--- src/hdl/periph_pkg.sv ---
package periph_pkg;

   // ************************************************************************
   // Bus widths and structs
   // ************************************************************************

   // Bits 7:6 pick the slot, bits 5:2 the register
   typedef logic [7:0]  wb_addr_t;
   typedef logic [31:0] wb_data_t;
   typedef logic [3:0]  reg_off_t;

   typedef struct packed {
      logic     cyc;
      logic     stb;
      logic     we;
      wb_addr_t adr;
      wb_data_t dat;
   } wb_req_t;

   typedef struct packed {
      logic     ack;
      wb_data_t dat;
   } wb_rsp_t;

   // ************************************************************************
   // Address map
   // ************************************************************************

   localparam logic [1:0] SLOT_GPIO = 2'd0;
   localparam logic [1:0] SLOT_PB   = 2'd1;
   localparam logic [1:0] SLOT_SEG  = 2'd2;
   localparam logic [1:0] SLOT_NONE = 2'd3;

   // GPIO bank registers
   localparam reg_off_t REG_OUT = 4'd0;
   localparam reg_off_t REG_OE  = 4'd1;
   localparam reg_off_t REG_IN  = 4'd2;

   // Display registers
   localparam reg_off_t REG_DIGITS = 4'd0;
   localparam reg_off_t REG_ENABLE = 4'd1;
   localparam reg_off_t REG_DP     = 4'd2;

   localparam int PB_W       = 5;
   localparam int NUM_DIGITS = 8;

   typedef logic [2:0] digit_idx_t;
   // Active low, segment a in bit 0
   typedef logic [6:0] seg_t;

endpackage

--- src/hdl/debounce.sv ---
module debounce #(
   parameter int WIDTH     = 21,
   parameter int DB_CYCLES = 8
) (
   input  logic             clk,
   input  logic             i_rst_n,
   input  logic [WIDTH-1:0] i_raw,
   output logic [WIDTH-1:0] o_clean
);

   localparam int CNT_W = $clog2(DB_CYCLES + 1);

   logic [WIDTH-1:0] sync1;
   logic [WIDTH-1:0] sync2;
   logic [WIDTH-1:0] clean_q;
   logic [CNT_W-1:0] cnt [WIDTH];

   // Two-flop synchronizer
   always_ff @(posedge clk) begin
      if (!i_rst_n) begin
         sync1 <= '0;
         sync2 <= '0;
      end else begin
         sync1 <= i_raw;
         sync2 <= sync1;
      end
   end

   // Per bit: count while the input disagrees, restart when it agrees again
   always_ff @(posedge clk) begin
      if (!i_rst_n) begin
         clean_q <= '0;
         for (int i = 0; i < WIDTH; i++) begin
            cnt[i] <= '0;
         end
      end else begin
         for (int i = 0; i < WIDTH; i++) begin
            if (sync2[i] == clean_q[i]) begin
               cnt[i] <= '0;
            end else if (cnt[i] == CNT_W'(DB_CYCLES - 1)) begin
               clean_q[i] <= sync2[i];
               cnt[i]     <= '0;
            end else begin
               cnt[i] <= cnt[i] + 1'b1;
            end
         end
      end
   end

   assign o_clean = clean_q;

endmodule

--- src/hdl/gpio_port.sv ---
module gpio_port #(
   parameter int WIDTH = 16
) (
   input  logic                clk,
   input  logic                i_rst_n,
   input  periph_pkg::wb_req_t i_req,
   output periph_pkg::wb_rsp_t o_rsp,
   input  logic [WIDTH-1:0]    i_in,
   output logic [WIDTH-1:0]    o_out,
   output logic [WIDTH-1:0]    o_oe
);
   import periph_pkg::*;

   logic [WIDTH-1:0] out_q;
   logic [WIDTH-1:0] oe_q;
   logic             ack_q;
   logic             req_go;
   reg_off_t         off;
   wb_data_t         rd_data;

   assign off    = i_req.adr[5:2];
   assign req_go = i_req.cyc && i_req.stb && !ack_q;

   always_ff @(posedge clk) begin
      if (!i_rst_n) begin
         ack_q <= 1'b0;
         out_q <= '0;
         oe_q  <= '0;
      end else begin
         ack_q <= req_go;
         // REG_IN and unused offsets ignore writes
         if (req_go && i_req.we) begin
            case (off)
               REG_OUT: out_q <= i_req.dat[WIDTH-1:0];
               REG_OE:  oe_q  <= i_req.dat[WIDTH-1:0];
               default: ;
            endcase
         end
      end
   end

   // Read mux, zero-extended to the bus width
   always_comb begin
      case (off)
         REG_OUT: rd_data = wb_data_t'(out_q);
         REG_OE:  rd_data = wb_data_t'(oe_q);
         REG_IN:  rd_data = wb_data_t'(i_in);
         default: rd_data = '0;
      endcase
   end

   // Data only during a read ack
   always_comb begin
      o_rsp.ack = ack_q;
      o_rsp.dat = (ack_q && !i_req.we) ? rd_data : '0;
   end

   assign o_out = out_q;
   assign o_oe  = oe_q;

endmodule

--- src/hdl/periph_top.sv ---
module periph_top #(
   parameter int GPIO_W    = 16,
   parameter int DB_CYCLES = 8,
   parameter int SCAN_DIV  = 4
) (
   input  logic                            clk,
   input  logic                            i_rst_n,
   input  periph_pkg::wb_req_t             i_wb,
   output periph_pkg::wb_rsp_t             o_wb,
   input  logic [GPIO_W-1:0]               i_sw,
   input  logic [periph_pkg::PB_W-1:0]     i_pb,
   output logic [GPIO_W-1:0]               o_gpio_out,
   output logic [GPIO_W-1:0]               o_gpio_oe,
   output logic [periph_pkg::NUM_DIGITS-1:0] o_an,
   output periph_pkg::seg_t                o_seg,
   output logic                            o_dp
);
   import periph_pkg::*;

   wb_req_t gpio_req;
   wb_req_t pb_req;
   wb_req_t seg_req;
   wb_rsp_t gpio_rsp;
   wb_rsp_t pb_rsp;
   wb_rsp_t seg_rsp;

   logic [GPIO_W-1:0] sw_db;
   logic [PB_W-1:0]   pb_db;

   wb_decoder u_decoder (
      .clk        (clk),
      .i_rst_n    (i_rst_n),
      .i_wb       (i_wb),
      .o_gpio_req (gpio_req),
      .o_pb_req   (pb_req),
      .o_seg_req  (seg_req),
      .i_gpio_rsp (gpio_rsp),
      .i_pb_rsp   (pb_rsp),
      .i_seg_rsp  (seg_rsp),
      .o_wb       (o_wb)
   );

   // Switches and buttons share one debouncer
   debounce #(
      .WIDTH     (GPIO_W + PB_W),
      .DB_CYCLES (DB_CYCLES)
   ) u_debounce (
      .clk     (clk),
      .i_rst_n (i_rst_n),
      .i_raw   ({i_pb, i_sw}),
      .o_clean ({pb_db, sw_db})
   );

   // LEDs and switches
   gpio_port #(.WIDTH(GPIO_W)) u_gpio (
      .clk     (clk),
      .i_rst_n (i_rst_n),
      .i_req   (gpio_req),
      .o_rsp   (gpio_rsp),
      .i_in    (sw_db),
      .o_out   (o_gpio_out),
      .o_oe    (o_gpio_oe)
   );

   // Pushbuttons, input only
   gpio_port #(.WIDTH(PB_W)) u_pb (
      .clk     (clk),
      .i_rst_n (i_rst_n),
      .i_req   (pb_req),
      .o_rsp   (pb_rsp),
      .i_in    (pb_db),
      .o_out   (),
      .o_oe    ()
   );

   seg7_scan #(.SCAN_DIV(SCAN_DIV)) u_seg (
      .clk     (clk),
      .i_rst_n (i_rst_n),
      .i_req   (seg_req),
      .o_rsp   (seg_rsp),
      .o_an    (o_an),
      .o_seg   (o_seg),
      .o_dp    (o_dp)
   );

endmodule

--- src/hdl/seg7_scan.sv ---
module seg7_scan #(
   parameter int SCAN_DIV = 4
) (
   input  logic                              clk,
   input  logic                              i_rst_n,
   input  periph_pkg::wb_req_t               i_req,
   output periph_pkg::wb_rsp_t               o_rsp,
   output logic [periph_pkg::NUM_DIGITS-1:0] o_an,
   output periph_pkg::seg_t                  o_seg,
   output logic                              o_dp
);
   import periph_pkg::*;

   localparam int PRE_W = (SCAN_DIV > 1) ? $clog2(SCAN_DIV) : 1;

   wb_data_t              digits_q;
   logic [NUM_DIGITS-1:0] enable_q;
   logic [NUM_DIGITS-1:0] dp_q;
   logic                  ack_q;
   logic                  req_go;
   reg_off_t              off;
   wb_data_t              rd_data;
   logic [PRE_W-1:0]      pre_q;
   digit_idx_t            digit_q;
   logic [3:0]            nibble;

   // Standard hex font, inverted for the active-low segments
   function automatic seg_t hex_to_seg(input logic [3:0] hex);
      seg_t on;
      case (hex)
         4'h0: on = 7'h3f;
         4'h1: on = 7'h06;
         4'h2: on = 7'h5b;
         4'h3: on = 7'h4f;
         4'h4: on = 7'h66;
         4'h5: on = 7'h6d;
         4'h6: on = 7'h7d;
         4'h7: on = 7'h07;
         4'h8: on = 7'h7f;
         4'h9: on = 7'h6f;
         4'ha: on = 7'h77;
         4'hb: on = 7'h7c;
         4'hc: on = 7'h39;
         4'hd: on = 7'h5e;
         4'he: on = 7'h79;
         default: on = 7'h71;
      endcase
      return ~on;
   endfunction

   // ************************************************************************
   // Register bank
   // ************************************************************************

   assign off    = i_req.adr[5:2];
   assign req_go = i_req.cyc && i_req.stb && !ack_q;

   always_ff @(posedge clk) begin
      if (!i_rst_n) begin
         ack_q    <= 1'b0;
         digits_q <= '0;
         enable_q <= '0;
         dp_q     <= '0;
      end else begin
         ack_q <= req_go;
         if (req_go && i_req.we) begin
            case (off)
               REG_DIGITS: digits_q <= i_req.dat;
               REG_ENABLE: enable_q <= i_req.dat[NUM_DIGITS-1:0];
               REG_DP:     dp_q     <= i_req.dat[NUM_DIGITS-1:0];
               default: ;
            endcase
         end
      end
   end

   always_comb begin
      case (off)
         REG_DIGITS: rd_data = digits_q;
         REG_ENABLE: rd_data = wb_data_t'(enable_q);
         REG_DP:     rd_data = wb_data_t'(dp_q);
         default:    rd_data = '0;
      endcase
      o_rsp.ack = ack_q;
      o_rsp.dat = (ack_q && !i_req.we) ? rd_data : '0;
   end

   // ************************************************************************
   // Digit scanning
   // ************************************************************************

   always_ff @(posedge clk) begin
      if (!i_rst_n) begin
         pre_q   <= '0;
         digit_q <= '0;
      end else if (pre_q == PRE_W'(SCAN_DIV - 1)) begin
         pre_q   <= '0;
         digit_q <= digit_q + 1'b1;
      end else begin
         pre_q <= pre_q + 1'b1;
      end
   end

   assign nibble = digits_q[4*digit_q +: 4];
   // Anode low only for the current digit, and only when enabled
   assign o_an   = ~(enable_q & (NUM_DIGITS'(1) << digit_q));
   assign o_seg  = hex_to_seg(nibble);
   assign o_dp   = ~dp_q[digit_q];

endmodule

--- src/hdl/wb_decoder.sv ---
module wb_decoder (
   input  logic                clk,
   input  logic                i_rst_n,
   input  periph_pkg::wb_req_t i_wb,
   output periph_pkg::wb_req_t o_gpio_req,
   output periph_pkg::wb_req_t o_pb_req,
   output periph_pkg::wb_req_t o_seg_req,
   input  periph_pkg::wb_rsp_t i_gpio_rsp,
   input  periph_pkg::wb_rsp_t i_pb_rsp,
   input  periph_pkg::wb_rsp_t i_seg_rsp,
   output periph_pkg::wb_rsp_t o_wb
);
   import periph_pkg::*;

   logic [1:0] slot;
   logic       none_ack;

   assign slot = i_wb.adr[7:6];

   // Same request to every slave, strobe only where the slot matches
   always_comb begin
      o_gpio_req     = i_wb;
      o_pb_req       = i_wb;
      o_seg_req      = i_wb;
      o_gpio_req.stb = i_wb.stb && (slot == SLOT_GPIO);
      o_pb_req.stb   = i_wb.stb && (slot == SLOT_PB);
      o_seg_req.stb  = i_wb.stb && (slot == SLOT_SEG);
   end

   // ************************************************************************
   // Unmapped slot
   // ************************************************************************

   always_ff @(posedge clk) begin
      if (!i_rst_n) begin
         none_ack <= 1'b0;
      end else begin
         none_ack <= i_wb.cyc && i_wb.stb && (slot == SLOT_NONE) && !none_ack;
      end
   end

   // Idle slaves drive zero, so the responses can be ORed
   always_comb begin
      o_wb.ack = i_gpio_rsp.ack | i_pb_rsp.ack | i_seg_rsp.ack | none_ack;
      o_wb.dat = i_gpio_rsp.dat | i_pb_rsp.dat | i_seg_rsp.dat;
   end

endmodule

--- config.mk ---
export PLATFORM = sky130hd
export DESIGN_NAME = periph_top
export DESIGN_NICKNAME = d
export VERILOG_FILES = /design/src/hdl/periph_pkg.sv /design/src/hdl/debounce.sv /design/src/hdl/gpio_port.sv /design/src/hdl/periph_top.sv /design/src/hdl/seg7_scan.sv /design/src/hdl/wb_decoder.sv
export SDC_FILE = /design/constraint.sdc
export NUM_CORES = 1
export LEC_CHECK = 0
export ABC_AREA = 1
export BUFFER_PORTS_ARGS = -buffer_cell sky130_fd_sc_hd__buf_4
export CORE_ASPECT_RATIO = 0.8
export CORE_UTILIZATION = 58
export DETAILED_ROUTE_END_ITERATION = 6
export HOLD_SLACK_MARGIN = 0.1
export PLACE_DENSITY_LB_ADDON = 0.1
export SLEW_MARGIN = 15
export SYNTH_ARGS = -nofsm -noshare
export SYNTH_HDL_FRONTEND = slang
export SYNTH_SLANG_ARGS = --single-unit
--- constraint.sdc ---
create_clock -name clk -period 2.26 [get_ports clk]
set_input_delay 0.113 -clock clk [delete_from_list [all_inputs] [get_ports clk]]
set_output_delay 0.113 -clock clk [all_outputs]
set_load 0.05 [all_outputs]
==> flow_summary.ini, run 1 <==
[route]
routedWlPerCell_um = 14.5
dr.first_iter.drc_count = 816
ant_nets = 0
first_pass_iters = 6
vias = 9938
drcViolationCount = 0
drt-vias-per-instance = 5.14
drt-total-wl_um = 28000

[global_route]
grt_start_max_net_pins = 65
grt-ovfl-total = 0
grt_antenna_before_repair = 0
grt_pass1_vias = 9057
grt_pass1_wl_um = 44000
global_route.usage.total = 0.278

[setup_path]
startpoint_type = register
worstPathArrival_ns = 2.16
startpoint_to_endpoint_class_of_the_critical_path = reg2out
timing.critical_path.fanout_max = 6
worst_r2r_path_depth = 7
crit_path_end_kind = primary output
rr_startpoint = u_seg.ack_q
r2r_end = u_seg.digits_q[14]
critPathRequiredTime_ns = 2.15
r2r_setup_slack_ns = 0.73

[job]
timing.max_cap.violations = 0

[final_layout]
design.final.nets = 1756
syn2layout_area_growth_pct = 27.8
final_core_util = 0.758
fraction_of_layout_instances_using_a_drive_strength_above_1 = 0.154
antenna_cells = 0
mostFrequentLayoutCell = nand2_1
fillerInstances = 1383
highest_count_cells_in_the_layout_ignoring_fill_and_taps = nand2_1 (240), nor2_1 (173), inv_1 (164)

[logic_synthesis]
number_of_enable_flip_flop_cells_after_synthesis = 84
ys_ff_latch = 246
synth_warnings = 0
ys_seq_area_frac = 0.512
syn-mean-instance-area_um2 = 8.25
netlist_instances = 1365
post_synth_instance_area_um2 = 11300
synth_cell_types = 39
postSynth.topFlopCell = dfxtp_1
synthArstFlopShare = 0

[timing]
final_hold_viol_count = 0
fmax_ghz = 0.440
timing.max_slew.rel_slack = 0.635
post-route-worst-setup-slack_ns = -0.0115
grt_setup_unrepaired = yes
timing.final.max_slew_violations = 0
timing_worst_slew_pin_value_ns = 0.547
layout_min_cycle_time_ns = 2.27
final.setup_skew_ns = 0.0140
finalSetupViolCount = 2
final.period_utilization = 1.01

[floorplan]
ioPinCount = 147
initial_core_util = 0.593
die_extent_in_y_um = 127
floorplan.die_area_um2 = 20000
placementRows = 45
core_region_area_um2 = 19000
die_w_um = 158

[clocking]
cts_max_level = 1
clkLatencyLatePin_ns = 0.53
tritoncts = done
cts_num_sinks = 246
cts_buffer_depth = 3
cts_inserted_buffers = 25
clkSlewWorstSetupHoldPaths_ns = 0.06
clock_tree_root_driver_cell = clkbuf_16

[place]
place_worst_setup_slack_ns = 0.291
final_wtd_congestion = 0.859
post-dp-hpwl_um = 18900
place.port_buffers = 144

[worst_hold_path]
worst_hold_path.endpoint = u_seg.enable_q[4]
worst_hold_startpoint = i_wb[40]
hold_path_class = in2reg
worstHoldPathCells = 3

[run_status]
run_status = finished, violations left
violations = negative setup slack

[power_and_ir_drop]
power_density_nw_per_um2 = 663
vdd.ir_drop.worst_uv = 681
power_leakage_nw = 6.49
## synthesized netlist by cell type, types with 2 or more instances
| cell type | count | area [µm²] |
|---|---|---|
| nand2_1 | 245 | 920 |
| nor2_1 | 174 | 653 |
| inv_1 | 167 | 627 |
| dfxtp_1 | 162 | 3240 |
| a21oi_1 | 118 | 591 |
| o21ai_0 | 106 | 531 |
| edfxtp_1 | 84 | 2520 |
| nand3_1 | 80 | 400 |
| o21ai_1 | 45 | 225 |
| ha_1 | 34 | 425 |
| nor3b_1 | 22 | 165 |
| xor2_1 | 21 | 184 |
| clkbuf_1 | 17 | 63.8 |
| buf_2 | 13 | 65.1 |
| buf_6 | 13 | 146 |
| buf_4 | 10 | 75.1 |
| o211ai_1 | 7 | 52.6 |
| nand3_2 | 6 | 60.1 |
| o22ai_1 | 5 | 31.3 |
| nand4_1 | 4 | 25.0 |
| nor2_4 | 4 | 45.0 |
| a21oi_2 | 3 | 26.3 |
| inv_2 | 3 | 11.3 |
| nor2_2 | 3 | 18.8 |
| inv_4 | 2 | 12.5 |
| nand2_2 | 2 | 12.5 |
| nor3_1 | 2 | 10.0 |
| o221ai_1 | 2 | 17.5 |
## sequential cells by signal (all words and copies together) (netlist names)
| name | cells |
|---|---|
| u_debounce.sync2 | 21 |
| u_seg.dp_q | 8 |
| u_pb.o_out | 5 |
| u_debounce.sync1 | 21 |
| u_gpio.ack_q | 1 |
| u_gpio.o_out | 16 |
| u_pb.ack_q | 1 |
| u_pb.o_oe | 5 |
| u_seg.ack_q | 1 |
| u_debounce.cnt | 84 |
| u_seg.digits_q | 32 |
| u_seg.pre_q | 2 |
| u_gpio.o_oe | 16 |
| u_decoder.none_ack | 1 |
| u_seg.digit_q | 3 |
| u_debounce.o_clean | 21 |
| u_seg.enable_q | 8 |
## how the worst max path moves through the flow
stage | startpoint | to | slack [ns] | cells past startpoint
global placement | u_seg.digit_q[0] | o_seg[5] | 0.33 | 12
detailed placement | u_seg.digit_q[0] | o_seg[0] | 0.29 | 11
CTS | u_seg.digit_q[0] | o_seg[3] | -0.008 | 12
global route | u_seg.digit_q[0] | o_seg[3] | -0.09 | 10
finish | u_seg.digit_q[0] | o_seg[3] | -0.01 | 12
floorplan | u_seg.digit_q[0] | o_seg[2] | 0.17 | 11
## repair_timing
action                                  CTS  global route
hold endpoints to repair                116             0
gates resized for setup                  17            32
buffers inserted                          4             6
hold buffers                             59             0
pin swaps                                 2            10
gates cloned                              2             1
endpoints found under the setup margin    8            46
## per-layer routing
metal  part of all wire  GRT usage  wire [µm]
met3              0.080     0.0605       2230
met4              0.024     0.0777        660
met2               0.46      0.450      13000
met1               0.43      0.374      12100
met5                  0          0          0
## cells by family after synthesis
| kind of cell | after synthesis | share of synthesized area |
|---|---|---|
| xor gates and xnor gates | 22 | 0.0171 |
| and+or+nand+nor | 547 | 0.211 |
| buffers and inverters | 227 | 0.0897 |
| other | 1 | 0.000333 |
| AOI/OAI and AO/OA | 288 | 0.132 |
| adders and majority gates | 34 | 0.0378 |
| DFF | 246 | 0.512 |
## report_power, final
group	total [mW]	switching (mW)	internal, mW
clock network	3.81	1.64	2.17
logic	0.935	0.553	0.383
registers	4.79	0.0849	4.70
total	9.53	2.28	7.25
## through the flow
| stage | hold WS [ns] | power (mW) | TNS (ns) | std cells | cell area [µm²] |
|---|---|---|---|---|---|
| 2_1_floorplan | 0.189 | 5.37 | 0 | 1448 | 11600 |
| 3_3_place_gp | 0.296 | 5.61 | 0 | 1815 | 12800 |
| 3_5_place_dp | 0.296 | 5.63 | 0 | 1815 | 12800 |
| 4_1_cts | 0.106 | 9.51 | -0.0177 | 1925 | 14200 |
| 5_1_grt | 0.145 | 9.88 | -0.325 | 1932 | 14400 |
| 6_report | 0.117 | 9.53 | -0.0184 | 1932 | 14400 |
## worst max-delay path, stage by stage (launching register included)
cell and delay, ns:
dfxtp_4 0.40, buf_6 0.13, nand2_1 0.05, nand3_1 0.09
nand3_1 0.12, nand2_4 0.14, inv_2 0.08, ha_1 0.19
nand2_1 0.09, nand2_1 0.06, nand2_1 0.07, nand2_1 0.07
buf_6 0.15
## area by class of cell
cell class / count / area, µm² / share of cell area
timing repair inverter: 2 / 15.0 / 0.00104
tap: 258 / 323 / 0.0224
clock inverter: 7 / 37.5 / 0.00261
clock buffer: 38 / 714 / 0.0497
timing repair buffer: 232 / 1940 / 0.135
inverter: 174 / 671 / 0.0466
sequential: 246 / 5770 / 0.401
multi-input combinational: 975 / 4920 / 0.342
No activity file was read; power rests on OpenSTA's default activity.
==> inputs of run 2 (changes only) <==
--- a/config.mk
+++ b/config.mk
@@ -11,7 +11,7 @@
 export CORE_UTILIZATION = 58
 export DETAILED_ROUTE_END_ITERATION = 6
 export HOLD_SLACK_MARGIN = 0.1
-export PLACE_DENSITY_LB_ADDON = 0.1
+export PLACE_DENSITY = 0.8
 export SLEW_MARGIN = 15
 export SYNTH_ARGS = -nofsm -noshare
 export SYNTH_HDL_FRONTEND = slang
==> flow_summary.ini, run 2 (synthesis gave the netlist of run 1 again) <==
[run_status]
run_status = finished, violations left
violations = design-rule violations, negative setup slack

[job]
timing.max_cap.violations = 0

[setup_path]
r2r_setup_slack_ns = 0.66
worstPathArrival_ns = 2.16
startpoint_type = register
critPathRequiredTime_ns = 2.15
rr_startpoint = u_seg.ack_q
worst_r2r_path_depth = 7
crit_path_end_kind = primary output
r2r_end = u_seg.digits_q[17]
timing.critical_path.fanout_max = 6
startpoint_to_endpoint_class_of_the_critical_path = reg2out

[worst_hold_path]
worst_hold_startpoint = i_wb[36]
hold_path_class = in2reg
worstHoldPathCells = 5
worst_hold_path.endpoint = u_pb.o_out[1]

[place]
place_worst_setup_slack_ns = 0.228
place.port_buffers = 144
post-dp-hpwl_um = 19200
dpl.cell_count = 1816
final_wtd_congestion = 0.929

[clocking]
clkSlewWorstSetupHoldPaths_ns = 0.07
clkLatencyLatePin_ns = 0.51
cts_max_level = 1
cts_inserted_buffers = 24
cts_num_sinks = 246
cts_buffer_depth = 3
tritoncts = done
clock_tree_root_driver_cell = clkbuf_16

[final_layout]
mostFrequentLayoutCell = nand2_1
register_containing_the_most_flip_flops_in_the_final_layout = u_debounce.cnt
syn2layout_area_growth_pct = 30.1
largest_register_ffs = 84
highest_count_cells_in_the_layout_ignoring_fill_and_taps = nand2_1 (230), nor2_1 (173), inv_1 (163)
fraction_of_layout_instances_using_a_drive_strength_above_1 = 0.170
antenna_cells = 0
design.final.nets = 1763
final_cell_count_no_fill = 1939
reg_top3 = u_debounce.cnt (84), u_seg.digits_q (32)

[timing]
final.setup_skew_ns = 0.00836
final_hold_viol_count = 0
fmax_ghz = 0.440
grt_setup_unrepaired = yes
final.period_utilization = 1.01
timing.max_slew.rel_slack = 0.627
finalSetupViolCount = 2
timing.final.max_slew_violations = 0
post-route-worst-setup-slack_ns = -0.0116
layout_min_cycle_time_ns = 2.27
timing_worst_slew_pin_value_ns = 0.560

[floorplan]
initial_core_util = 0.593
ioPinCount = 147
die_extent_in_y_um = 127
die_w_um = 158
placementRows = 45
floorplan.die_area_um2 = 20000
core_region_area_um2 = 19000

[global_route]
grt_pass1_vias = 9503
grt-ovfl-total = 0
grt_antenna_before_repair = 0
grt_start_max_net_pins = 65
grt_pass1_wl_um = 45500
global_route.usage.total = 0.287

[route]
dr.first_iter.drc_count = 942
vias = 10300
drt-total-wl_um = 29900
drcViolationCount = 12
wl_met3_um = 2450
drt-vias-per-instance = 5.30
top_layer = met4
first_pass_iters = 7
routedWlPerCell_um = 15.4
ant_nets = 0
route.met2.wl_um = 14100
drt-met1-wl_um = 12300

[power_and_ir_drop]
power_leakage_nw = 6.57
power_density_nw_per_um2 = 665
vdd.ir_drop.worst_uv = 717
[run 2: changes by cell type in the layout (fill, tap and decap cells not counted), moves of 6 or more]
cell and delta:
nand3_2 +10, dlygate4sd3_1 +6, nand2_2 +6, nand3_1 -9, nand2_1 -10
[run 2: per-layer routing]
layer / vias to the layer above / global-route usage
li1: 4981 / -
met1: 4785 / 0.376
met2: 421 / 0.483
met3: 90 / 0.0495
met4: 0 / 0.0897
met5: - / 0
[run 2: worst max-delay path by stage]
stage / start / endpoint / slack (ns) / cells after the start
3_3_place_gp: u_seg.digit_q[0] / o_seg[6] / 0.26 / 12
5_1_grt: u_seg.digit_q[0] / o_seg[6] / -0.07 / 12
3_5_place_dp: u_seg.digit_q[0] / o_seg[6] / 0.23 / 12
6_report: u_seg.digit_q[0] / o_seg[3] / -0.01 / 11
4_1_cts: u_seg.digit_q[0] / o_seg[0] / 0.01 / 12
2_1_floorplan: u_seg.digit_q[0] / o_seg[2] / 0.17 / 11
[run 2: area by class of cell]
cell class | count | area, µm²
clock buffers | 38 | 746
well taps | 258 | 323
fillers | 1273 | 4330
flip-flops and latches | 246 | 5770
inverters | 174 | 681
clock inverters | 6 | 33.8
repair inverters | 2 | 15.0
repair buffers | 240 | 2060
multi-input cells | 975 | 5010
[run 2: worst max-delay path: stages, from the launching register on]
cell and delay, ns:
dfxtp_4 0.38, buf_6 0.14, nand2_2 0.09, nand3_2 0.08, nand3_2 0.11, nand2_4 0.10, buf_12 0.15, ha_4 0.25
nand3_2 0.07, nand3_2 0.06, nand2_1 0.06, buf_6 0.15
[run 2: where the power goes]
part / internal [mW] / switching, mW / total [mW]
clock: 2.27 / 1.67 / 3.94
combinational: 0.421 / 0.589 / 1.01
sequential: 4.70 / 0.0860 / 4.79
[run 2: stage by stage]
step	util	setup TNS [ns]	hold slack (ns)	power, mW	instance area (µm²)
floorplan	-	0	0.189	5.37	11600
global placement	0.675	0	0.295	5.61	12800
detailed placement	0.675	0	0.298	5.64	12800
CTS	0.757	0	0.165	9.62	14400
global route	0.772	-0.598	0.200	10.0	14600
finish	0.772	-0.0199	0.189	9.74	14600
[run 2: repair_timing]
item / in CTS / in global routing
hold buffers: 65 / 0
gates cloned: 1 / 1
endpoints found under the hold margin: 130 / 0
gates resized for setup: 22 / 60
buffers inserted: 6 / 6
pin swaps: 2 / 21
setup endpoints to repair: 10 / 51
==> inputs of run 3 (changes only) <==
--- a/config.mk
+++ b/config.mk
@@ -12,6 +12,7 @@
 export DETAILED_ROUTE_END_ITERATION = 6
 export HOLD_SLACK_MARGIN = 0.1
 export PLACE_DENSITY = 0.8
+export RECOVER_POWER = 100
 export SLEW_MARGIN = 15
 export SYNTH_ARGS = -nofsm -noshare
 export SYNTH_HDL_FRONTEND = slang
==> flow_summary.ini, run 3 (synthesis gave the netlist of run 1 again) <==
[timing]
holdWs_ns = 0.187
final_hold_viol_count = 0
final.period_utilization = 1.01
fmax_ghz = 0.440
timing.max_slew.rel_slack = 0.524
timing_worst_slew_pin_value_ns = 0.716
layout_min_cycle_time_ns = 2.27
final.setup_skew_ns = 0.00868
finalSetupViolCount = 2
post-route-worst-setup-slack_ns = -0.0118
grt_setup_unrepaired = yes
timing.final.max_slew_violations = 0

[setup_path]
critical-path-max-stage-delay_ns = 0.41
critPathRequiredTime_ns = 2.15
cp.buffers_inverters = 3
timing.critical_path.fanout_max = 6
startpoint_type = register
worstPathArrival_ns = 2.16
crit_family = simple AND/OR/NAND/NOR gates
crit_path_end_kind = primary output
critical-path-slowest-cell = dfxtp_4
worst_r2r_path_depth = 7
critical_path_cell_count = 11
startpoint_to_endpoint_class_of_the_critical_path = reg2out
cp_cell_sequence = buf_6, nand2_2, nand3_2, nand3_2, nand2_4, inv_4, ha_1, nand3_1, nand3_1, nand2_1, buf_6

[route]
dr.first_iter.drc_count = 920
drcViolationCount = 0
routedWlPerCell_um = 15.4
first_pass_iters = 5
drt-total-wl_um = 29900
drt-vias-per-instance = 5.28
vias = 10200
ant_nets = 0

[place]
dpl_cell_area_um2 = 12800
place.port_buffers = 144
final_wtd_congestion = 0.929
post-dp-hpwl_um = 19200

[worst_hold_path]
worstHoldPathCells = 5
hold_path_class = in2reg

[final_layout]
reg_top3 = u_debounce.cnt (84), u_seg.digits_q (32)
final_core_util = 0.765
antenna_cells = 0
mostFrequentLayoutCell = nand2_1
register_containing_the_most_flip_flops_in_the_final_layout = u_debounce.cnt
design.final.nets = 1763
syn2layout_area_growth_pct = 28.9
largest_register_ffs = 84
highest_count_cells_in_the_layout_ignoring_fill_and_taps = nand2_1 (230), nor2_1 (173), inv_1 (163)
postLayoutCellArea_um2 = 14500
fraction_of_layout_instances_using_a_drive_strength_above_1 = 0.149

[floorplan]
initial_core_util = 0.593
die_extent_in_y_um = 127
floorplan.die_area_um2 = 20000
core_region_area_um2 = 19000
ioPinCount = 147
die_w_um = 158
placementRows = 45

[power_and_ir_drop]
total_switching_power_mw = 2.35
p_sw_frac = 0.241
vdd.ir_drop.worst_uv = 714
power.combinational.fraction = 0.103
sequentialPowerShare = 0.492
clock_network_fraction_of_total_power = 0.405
power_density_nw_per_um2 = 670
power_internal_mw = 7.38
power_leakage_nw = 6.42
total_power_mw = 9.73

[global_route]
globalRouteMet1Util = 0.376
grt_antenna_before_repair = 0
grt_util_met2 = 0.483
grt-ovfl-total = 0
grt_start_max_net_pins = 65
grt.busiest_layer = met2
groute.layer.met3.usage = 0.0495
global_route.usage.total = 0.287
grt_pass1_vias = 9503
grt_pass1_wl_um = 45500

[clocking]
cts_buffer_depth = 3
clkLatencyLatePin_ns = 0.52
cts_inserted_buffers = 24
cts_num_sinks = 246
cts_max_level = 1
tritoncts = done
clock_tree_root_driver_cell = clkbuf_16
clkSlewWorstSetupHoldPaths_ns = 0.06

[run_status]
run_status = finished, violations left
violations = negative setup slack

[job]
timing.max_cap.violations = 0
## run 3: metal layers
layer	vias to the layer above	part of all wire
met2	407	0.47
li1	4984	-
met1	4764	0.41
met4	0	0.036
met3	85	0.079
met5	-	0
## run 3: tightest hold or removal path: stages
cell and delay (ns):
buf_4 0.09, nor2_4 0.04, nand2_4 0.17, nor2_4 0.10, a21oi_1 0.14
## run 3: cell type report
| class | instances | area [µm²] |
|---|---|---|
| clock buffer | 38 | 746 |
| timing repair inverter | 2 | 15.0 |
| tap | 258 | 323 |
| fill | 1324 | 4460 |
| multi-input combinational | 975 | 5010 |
| sequential | 246 | 5770 |
| inverter | 174 | 681 |
| timing repair buffer | 240 | 1920 |
| clock inverter | 6 | 33.8 |
## run 3: final timing paths
kind,from,endpoint,slack [ns]
worst max-delay path,u_seg.digit_q[0],o_seg[4],-0.01
worst min-delay path,i_wb[36],u_pb.o_out[2],0.19
worst max register to register,u_seg.ack_q,u_seg.digits_q[17],0.64
worst min register to register,u_debounce.sync1[19],u_debounce.sync2[19],0.41
## run 3: power groups by stage
stage / Combinational, mW / Clock [mW] / Sequential (mW)
after detailed placement: 0.756 / 0 / 4.88
after CTS: 0.892 / 3.95 / 4.78
final: 1.01 / 3.94 / 4.79
after global routing: 1.10 / 4.15 / 4.80
after global placement: 0.737 / 0 / 4.87
after floorplan: 0.514 / 0 / 4.86
## run 3: what timing repair did
item / in CTS / in global routing
cloned: 1 / 1
setup endpoints to repair: 10 / 51
hold endpoints to repair: 130 / 0
pin swaps: 2 / 21
setup buffers: 6 / 6
resized for setup: 22 / 60
hold buffers: 65 / 0
## run 3: stage by stage
step	worst slack (ns)	TNS, ns	std cells
after global routing	-0.0739	-0.598	1939
after floorplan	0.166	0	1448
after CTS	0.00992	0	1932
after detailed placement	0.228	0	1816
after global placement	0.257	0	1816
final	-0.0118	-0.0188	1939
